File: src/hdl/rv_core_macros.svh
`ifndef RV_CORE_MACROS_SVH
`define RV_CORE_MACROS_SVH

// data and address width
`define RV_XLEN 32

// register index width and count
`define RV_REG_IDX_W 5
`define RV_NUM_REGS 32

`define RV_RESET_PC 32'h0000_0000

// one strobe per byte lane
`define RV_STRB_W 4

`endif
File: src/hdl/rv_ctrl_pkg.sv
`default_nettype none

package rv_ctrl_pkg;

	typedef enum logic [2:0] {
		st_wait,
		st_fetch_req,
		st_fetch_rsp,
		st_decode,
		st_exec,
		st_mem_req,
		st_mem_rsp,
		st_write
	} core_state_t;

endpackage

`default_nettype wire

File: src/hdl/rv_isa_pkg.sv
`default_nettype none

package rv_isa_pkg;

	typedef enum logic [6:0] {
		opc_lui    = 7'b0110111,
		opc_auipc  = 7'b0010111,
		opc_jal    = 7'b1101111,
		opc_jalr   = 7'b1100111,
		opc_branch = 7'b1100011,
		opc_load   = 7'b0000011,
		opc_store  = 7'b0100011,
		opc_op_imm = 7'b0010011,
		opc_op     = 7'b0110011
	} opcode_t;

	// compare ops return 1 or 0
	typedef enum logic [3:0] {
		alu_add, alu_sub, alu_slt, alu_sltu,
		alu_xor, alu_or, alu_and, alu_sll,
		alu_srl, alu_sra, alu_eq, alu_ne,
		alu_lt, alu_ge, alu_ltu, alu_geu
	} alu_op_t;

	typedef enum logic [1:0] {
		size_byte = 2'b00,
		size_half = 2'b01,
		size_word = 2'b10
	} mem_size_t;

	typedef enum logic [2:0] {
		wb_none, wb_alu, wb_imm, wb_pc_plus_imm, wb_pc_plus4, wb_load
	} wb_sel_t;

endpackage

`default_nettype wire

File: src/hdl/rv_core.sv
`timescale 1ns/1ns
`default_nettype none
`include "rv_core_macros.svh"

module rv_core (
	input  wire                    clk,
	input  wire                    rstn,
	output logic                   mem_req_valid,
	input  wire                    mem_req_ready,
	output logic [`RV_XLEN-1:0]    mem_addr,
	output logic                   mem_we,
	output logic [`RV_STRB_W-1:0]  mem_wstrb,
	output logic [`RV_XLEN-1:0]    mem_wdata,
	input  wire                    mem_rsp_valid,
	input  wire [`RV_XLEN-1:0]     mem_rdata
);
	logic addr_sel_data, dec_en, alu_en, rf_we, pc_step, instr_load;
	logic load_unsigned, is_load, is_store, is_branch, is_jal, is_jalr, use_imm, illegal;
	logic misaligned;
	logic taken;
	logic [`RV_REG_IDX_W-1:0] rd, rs1, rs2;
	logic [`RV_XLEN-1:0] instr_q, load_q, imm, pc, rs1_data, rs2_data;
	logic [`RV_XLEN-1:0] alu_src2, alu_result, rd_data, word_addr, load_data;
	logic [`RV_STRB_W-1:0] wstrb;
	rv_isa_pkg::alu_op_t alu_op;
	rv_isa_pkg::wb_sel_t wb_sel;
	rv_isa_pkg::mem_size_t mem_size;

	assign alu_src2 = use_imm ? imm : rs2_data;
	assign taken = |alu_result; // branch compare result
	assign mem_addr = addr_sel_data ? word_addr : {pc[`RV_XLEN-1:2], 2'b00};
	assign mem_wstrb = mem_we ? wstrb : '0;

	always_ff @(posedge clk) begin
		if (instr_load)
			instr_q <= mem_rdata;
		else if (mem_rsp_valid)
			load_q <= load_data; // data response, already lane aligned
	end

	always_comb begin
		case (wb_sel)
			rv_isa_pkg::wb_alu:         rd_data = alu_result;
			rv_isa_pkg::wb_imm:         rd_data = imm;
			rv_isa_pkg::wb_pc_plus_imm: rd_data = pc + imm;
			rv_isa_pkg::wb_pc_plus4:    rd_data = pc + 32'd4;
			rv_isa_pkg::wb_load:        rd_data = load_q;
			default:                    rd_data = '0;
		endcase
	end

	rv_fsm i_fsm (
		.clk(clk), .rstn(rstn), .mem_req_ready(mem_req_ready), .mem_rsp_valid(mem_rsp_valid),
		.mem_req_valid(mem_req_valid), .mem_we(mem_we), .addr_sel_data(addr_sel_data),
		.dec_en(dec_en), .alu_en(alu_en), .rf_we(rf_we), .pc_step(pc_step),
		.instr_load(instr_load), .illegal(illegal), .is_load(is_load), .is_store(is_store),
		.misaligned(misaligned), .wb_sel(wb_sel)
	);

	rv_pc_unit i_pc_unit (
		.clk(clk), .rstn(rstn), .step(pc_step), .is_jal(is_jal), .is_jalr(is_jalr),
		.is_branch(is_branch), .taken(taken), .imm(imm), .rs1_data(rs1_data), .pc(pc)
	);

	rv_decoder i_decoder (
		.clk(clk), .rstn(rstn), .dec_en(dec_en), .instr(instr_q), .rd(rd), .rs1(rs1),
		.rs2(rs2), .imm(imm), .alu_op(alu_op), .wb_sel(wb_sel), .mem_size(mem_size),
		.load_unsigned(load_unsigned), .is_load(is_load), .is_store(is_store),
		.is_branch(is_branch), .is_jal(is_jal), .is_jalr(is_jalr), .use_imm(use_imm),
		.illegal(illegal)
	);

	rv_regfile i_regfile (
		.clk(clk), .rstn(rstn), .rs1_idx(rs1), .rs2_idx(rs2), .rs1_data(rs1_data),
		.rs2_data(rs2_data), .rd_idx(rd), .rd_data(rd_data), .we(rf_we)
	);

	rv_alu i_alu (
		.clk(clk), .rstn(rstn), .en(alu_en), .op(alu_op), .src1(rs1_data), .src2(alu_src2),
		.result(alu_result)
	);

	rv_lsu i_lsu (
		.addr(alu_result), .size(mem_size), .load_unsigned(load_unsigned),
		.store_data(rs2_data), .rdata(mem_rdata), .word_addr(word_addr), .wstrb(wstrb),
		.wdata(mem_wdata), .load_data(load_data), .misaligned(misaligned)
	);

endmodule

`default_nettype wire

File: src/hdl/rv_fsm.sv
`timescale 1ns/1ns
`default_nettype none

module rv_fsm (
	input  wire                  clk,
	input  wire                  rstn,
	input  wire                  mem_req_ready,
	input  wire                  mem_rsp_valid,
	output logic                 mem_req_valid,
	output logic                 mem_we,
	output logic                 addr_sel_data,
	output logic                 dec_en,
	output logic                 alu_en,
	output logic                 rf_we,
	output logic                 pc_step,
	output logic                 instr_load,
	input  wire                  illegal,
	input  wire                  is_load,
	input  wire                  is_store,
	input  wire                  misaligned,
	input  rv_isa_pkg::wb_sel_t  wb_sel
);
	rv_ctrl_pkg::core_state_t state;
	rv_ctrl_pkg::core_state_t state_next;
	logic mem_op;
	logic bad_access;

	assign mem_op = is_load || is_store;
	assign bad_access = mem_op && misaligned; // lsu flag only counts for memory ops

	assign mem_req_valid = (state == rv_ctrl_pkg::st_fetch_req)
		|| (state == rv_ctrl_pkg::st_mem_req && !bad_access);
	assign mem_we = state == rv_ctrl_pkg::st_mem_req && is_store && !bad_access;
	assign addr_sel_data = state == rv_ctrl_pkg::st_mem_req;
	assign dec_en = state == rv_ctrl_pkg::st_decode;
	assign alu_en = state == rv_ctrl_pkg::st_exec;
	assign rf_we = state == rv_ctrl_pkg::st_write && wb_sel != rv_isa_pkg::wb_none
		&& !illegal && !bad_access;
	assign pc_step = state == rv_ctrl_pkg::st_write;
	assign instr_load = state == rv_ctrl_pkg::st_fetch_rsp && mem_rsp_valid;

	always_comb begin
		state_next = state;
		case (state)
			rv_ctrl_pkg::st_wait:
				state_next = rv_ctrl_pkg::st_fetch_req;
			rv_ctrl_pkg::st_fetch_req:
				if (mem_req_ready)
					state_next = rv_ctrl_pkg::st_fetch_rsp;
			rv_ctrl_pkg::st_fetch_rsp:
				if (mem_rsp_valid)
					state_next = rv_ctrl_pkg::st_decode;
			rv_ctrl_pkg::st_decode:
				state_next = rv_ctrl_pkg::st_exec;
			rv_ctrl_pkg::st_exec:
				if (!illegal && mem_op)
					state_next = rv_ctrl_pkg::st_mem_req; // address is ready next cycle
				else
					state_next = rv_ctrl_pkg::st_write;
			rv_ctrl_pkg::st_mem_req:
				if (bad_access)
					state_next = rv_ctrl_pkg::st_write; // skipped, no bus access
				else if (mem_req_ready)
					state_next = rv_ctrl_pkg::st_mem_rsp;
			rv_ctrl_pkg::st_mem_rsp:
				if (mem_rsp_valid)
					state_next = rv_ctrl_pkg::st_write;
			default:
				state_next = rv_ctrl_pkg::st_fetch_req;
		endcase
	end

	always_ff @(posedge clk) begin
		if (!rstn)
			state <= rv_ctrl_pkg::st_wait;
		else
			state <= state_next;
	end

endmodule

`default_nettype wire

File: src/hdl/rv_pc_unit.sv
`timescale 1ns/1ns
`default_nettype none
`include "rv_core_macros.svh"

module rv_pc_unit (
	input  wire                  clk,
	input  wire                  rstn,
	input  wire                  step,
	input  wire                  is_jal,
	input  wire                  is_jalr,
	input  wire                  is_branch,
	input  wire                  taken,
	input  wire [`RV_XLEN-1:0]   imm,
	input  wire [`RV_XLEN-1:0]   rs1_data,
	output logic [`RV_XLEN-1:0]  pc
);
	logic [`RV_XLEN-1:0] jalr_target;
	logic [`RV_XLEN-1:0] next_pc;

	assign jalr_target = rs1_data + imm;

	always_comb begin
		if (is_jalr)
			next_pc = {jalr_target[`RV_XLEN-1:1], 1'b0};
		else if (is_jal || (is_branch && taken))
			next_pc = pc + imm;
		else
			next_pc = pc + 32'd4;
	end

	always_ff @(posedge clk) begin
		if (!rstn)
			pc <= `RV_RESET_PC;
		else if (step)
			pc <= next_pc;
	end

endmodule

`default_nettype wire

File: src/hdl/rv_lsu.sv
`timescale 1ns/1ns
`default_nettype none
`include "rv_core_macros.svh"

module rv_lsu (
	input  wire [`RV_XLEN-1:0]     addr,
	input  rv_isa_pkg::mem_size_t  size,
	input  wire                    load_unsigned,
	input  wire [`RV_XLEN-1:0]     store_data,
	input  wire [`RV_XLEN-1:0]     rdata,
	output logic [`RV_XLEN-1:0]    word_addr,
	output logic [`RV_STRB_W-1:0]  wstrb,
	output logic [`RV_XLEN-1:0]    wdata,
	output logic [`RV_XLEN-1:0]    load_data,
	output logic                   misaligned
);
	logic [1:0] offset;
	logic [4:0] lane_shift;
	logic [`RV_XLEN-1:0] lane_data;

	assign offset = addr[1:0];
	assign lane_shift = {offset, 3'b000};
	assign word_addr = {addr[`RV_XLEN-1:2], 2'b00};
	assign lane_data = rdata << lane_shift; // addressed byte moves to [31:24]

	always_comb begin
		misaligned = 1'b0;
		wstrb = '0;
		wdata = '0;
		load_data = rdata;
		case (size)
			rv_isa_pkg::size_byte: begin
				wstrb = 4'b1000 >> offset;
				wdata = {store_data[7:0], 24'b0} >> lane_shift;
				if (load_unsigned)
					load_data = {24'b0, lane_data[31:24]};
				else
					load_data = {{24{lane_data[31]}}, lane_data[31:24]};
			end
			rv_isa_pkg::size_half: begin
				misaligned = offset[0];
				wstrb = offset[0] ? 4'b0000 : (4'b1100 >> offset);
				wdata = {store_data[15:0], 16'b0} >> lane_shift;
				if (load_unsigned)
					load_data = {16'b0, lane_data[31:16]};
				else
					load_data = {{16{lane_data[31]}}, lane_data[31:16]};
			end
			default: begin
				misaligned = offset != 2'b00;
				wstrb = misaligned ? 4'b0000 : 4'b1111;
				wdata = store_data;
			end
		endcase
	end

endmodule

`default_nettype wire

File: src/hdl/rv_alu.sv
`timescale 1ns/1ns
`default_nettype none
`include "rv_core_macros.svh"

module rv_alu (
	input  wire                  clk,
	input  wire                  rstn,
	input  wire                  en,
	input  rv_isa_pkg::alu_op_t  op,
	input  wire [`RV_XLEN-1:0]   src1,
	input  wire [`RV_XLEN-1:0]   src2,
	output logic [`RV_XLEN-1:0]  result
);
	logic [4:0] shamt;
	logic lt_s;
	logic lt_u;
	logic eq;

	assign shamt = src2[4:0];
	assign lt_s = $signed(src1) < $signed(src2);
	assign lt_u = src1 < src2;
	assign eq = src1 == src2;

	always_ff @(posedge clk) begin
		if (!rstn) begin
			result <= '0;
		end else if (en) begin
			case (op)
				rv_isa_pkg::alu_add:  result <= src1 + src2;
				rv_isa_pkg::alu_sub:  result <= src1 - src2;
				rv_isa_pkg::alu_slt,
				rv_isa_pkg::alu_lt:   result <= {{(`RV_XLEN-1){1'b0}}, lt_s};
				rv_isa_pkg::alu_sltu,
				rv_isa_pkg::alu_ltu:  result <= {{(`RV_XLEN-1){1'b0}}, lt_u};
				rv_isa_pkg::alu_xor:  result <= src1 ^ src2;
				rv_isa_pkg::alu_or:   result <= src1 | src2;
				rv_isa_pkg::alu_and:  result <= src1 & src2;
				rv_isa_pkg::alu_sll:  result <= src1 << shamt;
				rv_isa_pkg::alu_srl:  result <= src1 >> shamt;
				rv_isa_pkg::alu_sra:  result <= $signed(src1) >>> shamt;
				rv_isa_pkg::alu_eq:   result <= {{(`RV_XLEN-1){1'b0}}, eq};
				rv_isa_pkg::alu_ne:   result <= {{(`RV_XLEN-1){1'b0}}, !eq};
				rv_isa_pkg::alu_ge:   result <= {{(`RV_XLEN-1){1'b0}}, !lt_s};
				default:              result <= {{(`RV_XLEN-1){1'b0}}, !lt_u}; // geu
			endcase
		end
	end

endmodule

`default_nettype wire

File: src/hdl/rv_regfile.sv
`timescale 1ns/1ns
`default_nettype none
`include "rv_core_macros.svh"

module rv_regfile (
	input  wire                      clk,
	input  wire                      rstn,
	input  wire [`RV_REG_IDX_W-1:0]  rs1_idx,
	input  wire [`RV_REG_IDX_W-1:0]  rs2_idx,
	output logic [`RV_XLEN-1:0]      rs1_data,
	output logic [`RV_XLEN-1:0]      rs2_data,
	input  wire [`RV_REG_IDX_W-1:0]  rd_idx,
	input  wire [`RV_XLEN-1:0]       rd_data,
	input  wire                      we
);
	logic [`RV_XLEN-1:0] regs [`RV_NUM_REGS];

	assign rs1_data = (rs1_idx == '0) ? '0 : regs[rs1_idx];
	assign rs2_data = (rs2_idx == '0) ? '0 : regs[rs2_idx];

	always_ff @(posedge clk) begin
		if (!rstn) begin
			for (int i = 0; i < `RV_NUM_REGS; i++)
				regs[i] <= '0;
		end else if (we && rd_idx != '0) begin // x0 stays zero
			regs[rd_idx] <= rd_data;
		end
	end

endmodule

`default_nettype wire

File: src/hdl/rv_decoder.sv
`timescale 1ns/1ns
`default_nettype none
`include "rv_core_macros.svh"

module rv_decoder (
	input  wire                          clk,
	input  wire                          rstn,
	input  wire                          dec_en,
	input  wire [`RV_XLEN-1:0]           instr,
	output logic [`RV_REG_IDX_W-1:0]     rd,
	output logic [`RV_REG_IDX_W-1:0]     rs1,
	output logic [`RV_REG_IDX_W-1:0]     rs2,
	output logic [`RV_XLEN-1:0]          imm,
	output rv_isa_pkg::alu_op_t          alu_op,
	output rv_isa_pkg::wb_sel_t          wb_sel,
	output rv_isa_pkg::mem_size_t        mem_size,
	output logic                         load_unsigned,
	output logic                         is_load,
	output logic                         is_store,
	output logic                         is_branch,
	output logic                         is_jal,
	output logic                         is_jalr,
	output logic                         use_imm,
	output logic                         illegal
);
	rv_isa_pkg::opcode_t opcode;
	rv_isa_pkg::alu_op_t alu_op_d;
	rv_isa_pkg::wb_sel_t wb_sel_d;
	rv_isa_pkg::mem_size_t mem_size_d;
	logic [2:0] funct3;
	logic [6:0] funct7;
	logic f7_zero;
	logic f7_alt;
	logic [`RV_XLEN-1:0] imm_d;
	logic is_load_d, is_store_d, is_branch_d, is_jal_d, is_jalr_d, use_imm_d, illegal_d;

	assign opcode = rv_isa_pkg::opcode_t'(instr[6:0]);
	assign funct3 = instr[14:12];
	assign funct7 = instr[31:25];
	assign f7_zero = funct7 == 7'b0000000;
	assign f7_alt = funct7 == 7'b0100000;

	always_comb begin
		alu_op_d = rv_isa_pkg::alu_add;
		wb_sel_d = rv_isa_pkg::wb_none;
		mem_size_d = rv_isa_pkg::size_word;
		imm_d = {{20{instr[31]}}, instr[31:20]}; // I format
		is_load_d = 1'b0;
		is_store_d = 1'b0;
		is_branch_d = 1'b0;
		is_jal_d = 1'b0;
		is_jalr_d = 1'b0;
		use_imm_d = 1'b1;
		illegal_d = 1'b0;
		case (opcode)
			rv_isa_pkg::opc_lui, rv_isa_pkg::opc_auipc: begin
				imm_d = {instr[31:12], 12'b0};
				wb_sel_d = (opcode == rv_isa_pkg::opc_lui) ? rv_isa_pkg::wb_imm
					: rv_isa_pkg::wb_pc_plus_imm;
			end
			rv_isa_pkg::opc_jal: begin
				imm_d = {{12{instr[31]}}, instr[19:12], instr[20], instr[30:21], 1'b0};
				wb_sel_d = rv_isa_pkg::wb_pc_plus4;
				is_jal_d = 1'b1;
			end
			rv_isa_pkg::opc_jalr: begin
				wb_sel_d = rv_isa_pkg::wb_pc_plus4;
				is_jalr_d = 1'b1;
				illegal_d = funct3 != 3'b000;
			end
			rv_isa_pkg::opc_branch: begin
				imm_d = {{20{instr[31]}}, instr[7], instr[30:25], instr[11:8], 1'b0};
				is_branch_d = 1'b1;
				use_imm_d = 1'b0;
				case (funct3)
					3'b000: alu_op_d = rv_isa_pkg::alu_eq;
					3'b001: alu_op_d = rv_isa_pkg::alu_ne;
					3'b100: alu_op_d = rv_isa_pkg::alu_lt;
					3'b101: alu_op_d = rv_isa_pkg::alu_ge;
					3'b110: alu_op_d = rv_isa_pkg::alu_ltu;
					3'b111: alu_op_d = rv_isa_pkg::alu_geu;
					default: illegal_d = 1'b1;
				endcase
			end
			rv_isa_pkg::opc_load: begin
				wb_sel_d = rv_isa_pkg::wb_load;
				is_load_d = 1'b1;
				mem_size_d = rv_isa_pkg::mem_size_t'(funct3[1:0]);
				illegal_d = (funct3[1:0] == 2'b11) || (funct3 == 3'b110);
			end
			rv_isa_pkg::opc_store: begin
				imm_d = {{20{instr[31]}}, instr[31:25], instr[11:7]};
				is_store_d = 1'b1;
				mem_size_d = rv_isa_pkg::mem_size_t'(funct3[1:0]);
				illegal_d = funct3[2] || (funct3[1:0] == 2'b11);
			end
			rv_isa_pkg::opc_op_imm, rv_isa_pkg::opc_op: begin
				wb_sel_d = rv_isa_pkg::wb_alu;
				use_imm_d = opcode == rv_isa_pkg::opc_op_imm;
				case (funct3)
					3'b000: alu_op_d = (!use_imm_d && funct7[5]) ? rv_isa_pkg::alu_sub
						: rv_isa_pkg::alu_add;
					3'b001: alu_op_d = rv_isa_pkg::alu_sll;
					3'b010: alu_op_d = rv_isa_pkg::alu_slt;
					3'b011: alu_op_d = rv_isa_pkg::alu_sltu;
					3'b100: alu_op_d = rv_isa_pkg::alu_xor;
					3'b101: alu_op_d = funct7[5] ? rv_isa_pkg::alu_sra : rv_isa_pkg::alu_srl;
					3'b110: alu_op_d = rv_isa_pkg::alu_or;
					default: alu_op_d = rv_isa_pkg::alu_and;
				endcase
				if (!use_imm_d)
					illegal_d = !(f7_zero || (f7_alt && (funct3 == 3'b000 || funct3 == 3'b101)));
				else if (funct3 == 3'b001)
					illegal_d = !f7_zero;
				else if (funct3 == 3'b101)
					illegal_d = !(f7_zero || f7_alt);
			end
			default: illegal_d = 1'b1;
		endcase
	end

	always_ff @(posedge clk) begin
		if (!rstn) begin
			alu_op <= rv_isa_pkg::alu_add;
			wb_sel <= rv_isa_pkg::wb_none;
			mem_size <= rv_isa_pkg::size_word;
			load_unsigned <= 1'b0;
			is_load <= 1'b0;
			is_store <= 1'b0;
			is_branch <= 1'b0;
			is_jal <= 1'b0;
			is_jalr <= 1'b0;
			use_imm <= 1'b0;
			illegal <= 1'b0;
		end else if (dec_en) begin
			alu_op <= alu_op_d;
			wb_sel <= illegal_d ? rv_isa_pkg::wb_none : wb_sel_d;
			mem_size <= mem_size_d;
			load_unsigned <= funct3[2];
			is_load <= is_load_d && !illegal_d; // an illegal word has no kind
			is_store <= is_store_d && !illegal_d;
			is_branch <= is_branch_d && !illegal_d;
			is_jal <= is_jal_d && !illegal_d;
			is_jalr <= is_jalr_d && !illegal_d;
			use_imm <= use_imm_d;
			illegal <= illegal_d;
		end
	end

	always_ff @(posedge clk) begin
		if (dec_en) begin
			rd <= instr[11:7];
			rs1 <= instr[19:15];
			rs2 <= instr[24:20];
			imm <= imm_d;
		end
	end

endmodule

`default_nettype wire

File: config.mk
export PLATFORM = sky130hd
export DESIGN_NAME = rv_core
export DESIGN_NICKNAME = d
export VERILOG_FILES = /design/src/hdl/rv_ctrl_pkg.sv /design/src/hdl/rv_isa_pkg.sv /design/src/hdl/rv_core.sv /design/src/hdl/rv_fsm.sv /design/src/hdl/rv_pc_unit.sv /design/src/hdl/rv_lsu.sv /design/src/hdl/rv_alu.sv /design/src/hdl/rv_regfile.sv /design/src/hdl/rv_decoder.sv
export VERILOG_INCLUDE_DIRS = /design/src /design/src/hdl
export SDC_FILE = /design/constraint.sdc
export NUM_CORES = 2
export LEC_CHECK = 0
export BUFFER_PORTS_ARGS = -buffer_cell sky130_fd_sc_hd__clkbuf_2
export CAP_MARGIN = 25
export CORE_AREA = 4 4 398 694
export CTS_BUF_LIST = sky130_fd_sc_hd__clkbuf_8
export DETAILED_ROUTE_END_ITERATION = 7
export DIE_AREA = 0 0 402 698
export GPL_TIMING_DRIVEN = 0
export PLACE_DENSITY = 0.4
export SYNTH_ARGS = -nofsm -noshare
export SYNTH_HDL_FRONTEND = slang
export SYNTH_SLANG_ARGS = --single-unit
File: constraint.sdc
create_clock -name clk -period 20.1 [get_ports clk]
set_input_delay 1.005 -clock clk [delete_from_list [all_inputs] [get_ports clk]]
set_output_delay 1.005 -clock clk [all_outputs]
set_load 0.02 [all_outputs]
======== After elaboration in Yosys (flattened, before gate mapping) ========
Memories as Yosys holds them, arrays and structs flattened. A register that Yosys moved wholly into a read port is not among the register bits.
Cells that the tools add are included.
cells by class
  $add $sub $neg .......................... 5
  $lt $le $gt $ge ......................... 2
  equality and inequality tests ........... 50
  shift-type cells ........................ 8
  muxes and demuxes ....................... 54
  bitwise logic cells ..................... 4
  reductions and logical operators ........ 58
operators with widths
  cell                     number
  $pmux W32 S13            1
  $mux W32                 9
  $pmux W32 S5             1
  $pmux W32 S2             2
  $pmux W31 S4             1
  $add A32 B32 Y32         3
  $shr A32 B5 Y32          3
  $lt A32 B32 Y1           2
  $reduce_or A32 Y1        2
  $shl A32 B5 Y32          2
  $add A32 B3 Y32 const B  1
  $and A32 B32 Y32         1
  $eq A32 B32 Y1           1
  $or A32 B32 Y32          1
  $sshr A32 B5 Y32         1
  $sub A32 B32 Y32         1
  $xor A32 B32 Y32         1
  $eq A3 B3 Y1 const B     10
  $eq A4 B4 Y1 const B     7
  $eq A7 B6 Y1 const B     4
  $pmux W4 S7              1
  $pmux W4 S6              1
  $eq A7 B7 Y1 const B     3
  $eq A3 B2 Y1 const B     6
  other kinds (38)         116
word-level totals
  register bits after elaboration ......... 195
  bits in writable memories ............... 1024
  input port bits ......................... 36
  output and inout bits ................... 70
  word-level logic and storage cells ...... 202
  memories kept ........................... 1
memories
  name            depth  bits a word  rd ports  clocked after Yosys merged registers in  write ports  RTL line          RTL
  i_regfile.regs  32     32           2         2                                        32           rv_regfile.sv:16  logic [`RV_XLEN-1:0] regs [`RV_NUM_REGS];

======== Longest topological paths before layout ========
  word-level depth ........................ 11
  mapped depth ............................ 26
  mapped depth without buffers ............ 20

======== Cells and area by module ========
Synthesis repeated with hierarchy kept, for this count alone.
unflattened totals
  cells, all modules ...................... 6918
  area, all modules ....................... 81101.5 um2
by module, submodules not included
  module      instances  cells an instance  area each (um2)  seq. area each (um2)
  rv_regfile  1          3507               54229.5          30749.5
  rv_alu      1          1460               10213.5          640.6
  rv_core     1          681                6298.5           1921.8
  rv_pc_unit  1          725                5217.5           640.6
  rv_decoder  1          222                2859.0           1751.7
  rv_lsu      1          291                2042.0           0.0
  rv_fsm      1          32                 241.5            60.1

======== Worst setup path after synthesis ========
Ideal clock, no wire load.
  path kind ............................... flip-flop to flip-flop
  start point ............................. register with a tool-made name
  end point ............................... register i_alu.result[29]
  setup time .............................. 0.134 ns
  data arrival time ....................... 6.278 ns
  required time ........................... 19.966 ns
  setup slack ............................. 13.688 ns
  stages on the path, launching flop included .. 22
  path buffers ............................ 7
  clock period less this slack ............ 6.412 ns
  cells stage by stage .................... dfxtp_1 buf_4 buf_4 buf_2 buf_2 clkbuf_1 buf_2 mux4_2 mux4_2 mux2i_1 o31ai_1 ha_1 clkbuf_1 or4_1 or2_2 o2111a_1 o211ai_1 a221oi_1 a211o_1 and4b_1 nor4b_1 a311oi_1
RTL lines
  what                    RTL line      RTL
  end signal: assignment  rv_alu.sv:29  rv_isa_pkg::alu_add: result <= src1 + src2;
  end signal: assignment  rv_alu.sv:30  rv_isa_pkg::alu_sub: result <= src1 - src2;
  end signal: assignment  rv_alu.sv:32  rv_isa_pkg::alu_lt: result <= {{(`RV_XLEN-1){1'b0}}, lt_s};
  end: declaration        rv_alu.sv:12  output logic [`RV_XLEN-1:0] result

==> metrics.yaml <==
global_routing:
  grt_max_degree: 37
  grt_pass1_vias: 66800
  grt_overflow: 0
  grt_pass1_wl_um: 647200
  antenna_found_initial: 26
  grt_use_total_pct: 34.74
status:
  status: "completed"
route:
  wl_met1_um: 152900
  ant_nets: 0
  first_pass_iters: 6
  drc: 0
  maxUsedRoutingLayer: "met5"
  avgRoutedWirePerCell_um: 45.79
  vias: 67150
  wl_met3_um: 38270
  drt_wl_total_um: 501200
  drtIter0Drc: 8274
  vias_per_cell: 6.135
  wl_met2_um: 239600
pwr:
  ir_worst_vdd_mv: 0.04853
  powerDensity_nw_per_um2: 89.49
  leakagePower_uw: 0.03122
placed_design:
  gp_congestion: 1.030
  place_hpwl_um: 381100
  port_buffers: 102
floorplanning:
  fp-row-count: 253
  coreArea_um2: 271000
  initial_core_util_pct: 27.84
  die_h_um: 698
  die_w_um: 402
  top_level_ports: 106
  die-area_um2: 280600
timing:
  fmax_mhz: 94.85
  max_slew_margin_pct: 4.464
  finalSetupViolations: 0
  worst_pin_slew_ns: 1.433
  fin_worst_skew_ns: 0.08763
  layout_min_cycle_time_ns: 10.54
  fin_crit_sh_pct: 52.45
  final.setup.tns_ns: 0
  hold_viol: 0
  rsz0062_at_grt: "no"
  slew_viol_final: 0
critical_path:
  cp_cell_sequence: "buf_2, buf_4, buf_4, buf_2, buf_1, buf_1, buf_2, mux4_2, mux4_2, mux2i_1, buf_4, o31ai_1, buf_4, ha_1, clkbuf_1, or4_1, or2_2, nor4bb_1, nand4_1, xnor2_1, a31oi_1, nand4_1, a21oi_1, a21oi_1"
  critPathKind: "reg2reg"
  reg2reg_depth: 24
  crit_required_ns: 20.90
  max_stage_delay_ns: 0.82
  cp_max_fo: 10
  slowest_stage: "a31oi_1"
  end_kind: "flip-flop"
  crit_path_start_kind: "flip-flop"
  cp_data_arrival_time_ns: 11.34
  cp_common_cell: "buf_4"
clock_tree:
  clk_transition_reported_paths_ns: 0.07
  cts_tree: "built"
  clk_latency_ns: 1.01
  cts_setup_buffers: 0
  cts_buffers: 204
  clock_sinks: 1229
  root_buffer: "clkbuf_8"
  clk_path_buf_depth: 4
  cts_resized: 0
  hold_buffers: 0
  cts.htree.levels: 4
synth:
  synth.distinct_cells: 99
  synth_area_leaders: "edfxtp_1 (45%), mux4_2 (16%), nor2_1 (6.6%)"
  netlist.area_leader.share_pct: 45.18
  synth-seq-area-share_pct: 47.67
  synth_commonest_cells: "nor2_1 (1323), edfxtp_1 (1135), nand2_1 (608), mux4_2 (543), clkbuf_1 (421)"
  yosys_warnings: 0
  yosysTopAreaCell: "edfxtp_1"
  synth-edff-count: 1135
  synth_most_common_cell: "nor2_1"
  avgSynthCellArea_um2: 11.35
  synthCells: 6646
  ys_ff_latch: 1229
  async_flop_share_pct: 0
  ys.flop_type: "edfxtp_1"
  synthesis.area_um2: 75440
final_layout:
  area_growth_pct: 17.34
  nNetsFinal: 7420
  layout-drive-gt1-share_pct: 19.79
  finish.utilization_pct: 32.67
run:
  max-cap-violations: 0
min_path:
  holdPathStages: 1
  hold_path.class: "in2reg"
-- state kept, by name, indices dropped and copies added, names as in the netlist, 4 cells and up, named ones only --
signal,cells
i_regfile.regs,1024
i_alu.result,32
i_decoder.imm,32
i_pc_unit.pc,32
instr_q,32
load_q,32
i_decoder.rd,5
i_decoder.rs1,5
i_decoder.rs2,5
i_decoder.alu_op,4
-- area by class of cell --
type,instances,area [um^2]
Fill cell,27790,182400
Clock inverter,143,918.4
Timing Repair Buffer,332,4150
Antenna cell,13,32.53
Buffer,594,2619
Multi-Input combinational cell,4726,37020
Inverter,130,490.5
Clock buffer,208,2863
Sequential cell,1229,35960
Tap cell,3570,4467
-- per-layer routing --
layer,vias up,global-route usage [%]
met1,34280,33.45
li1,26220,-
met2,4611,58.57
met4,12,38.18
met3,2023,7.528
met5,-,0.01720
-- stage by stage --
stage / cell area [um^2] / cells / hold WS, ns / setup WS, ns / power, uW
floorplan: 75560 / 6679 / 0.4268 / 13.69 / 4281
global placement: 80540 / 10350 / 0.4453 / 7.834 / 5465
detailed placement: 84390 / 10560 / 0.4340 / 10.01 / 5546
CTS: 88170 / 10910 / 0.2440 / 10.00 / 7806
global route: 88500 / 10940 / 0.2845 / 10.08 / 8062
finish: 88520 / 10950 / 0.3169 / 9.557 / 7922
-- layout by cell type, fill, tap and decap left out, types with 103 or more instances in the layout --
cell type | synthesis | layout
a21oi_1 | 304 | 292
mux4_2 | 543 | 543
edfxtp_1 | 1135 | 1135
ha_1 | 163 | 163
buf_8 | 1 | 107
clkbuf_1 | 421 | 398
buf_2 | 81 | 103
a22oi_1 | 116 | 112
clkbuf_2 | 0 | 125
clkbuf_8 | 0 | 211
mux2i_1 | 270 | 266
nor2_1 | 1323 | 1321
nand2_1 | 608 | 577
o21ai_0 | 239 | 237
inv_1 | 123 | 168
-- report_power, final --
part	internal [uW]	leakage (uW)	switching, uW	total [uW]
clock	1100	0.00211	1190	2290
sequential	2880	0.0123	74.8	2950
combinational	806	0.0168	1870	2670
total	4790	0.0312	3130	7920
-- final timing paths --
check	startpoint	endpoint	slack, ns
max	flip-flop	i_alu.result[0]	9.56
max reg2reg	flip-flop	i_alu.result[0]	9.56
min reg2reg	instr_q[11]	i_decoder.rd[4]	0.46
min	mem_rdata[23]	instr_q[23]	0.32
-- critical path: cells and delay by family (launching register included) --
family                     cells  cell delay (ns)
muxes                          3             1.21
buffers and inverters         10             4.34
AOI/OAI and AO/OA              4             2.01
and+or+nand+nor                5             1.92
adders and majority gates      1             0.30
DFF                            1             0.31
xor gates and xnor gates       1             0.19
-- cells by family after synthesis --
| group | after synthesis | synth area share [%] |
|---|---|---|
| multiplexers | 858 | 20.56 |
| flip-flops | 1229 | 47.67 |
| XOR/XNOR | 102 | 1.184 |
| AND/OR/NAND/NOR | 2316 | 12.68 |
| AO/OA/AOI/OAI | 1248 | 11.01 |
| adder cells (fa/ha/maj) | 168 | 2.823 |
| buffers and inverters | 724 | 4.057 |
| other | 1 | 0.004971 |
Note: power is estimated with default switching activity, not from simulation.
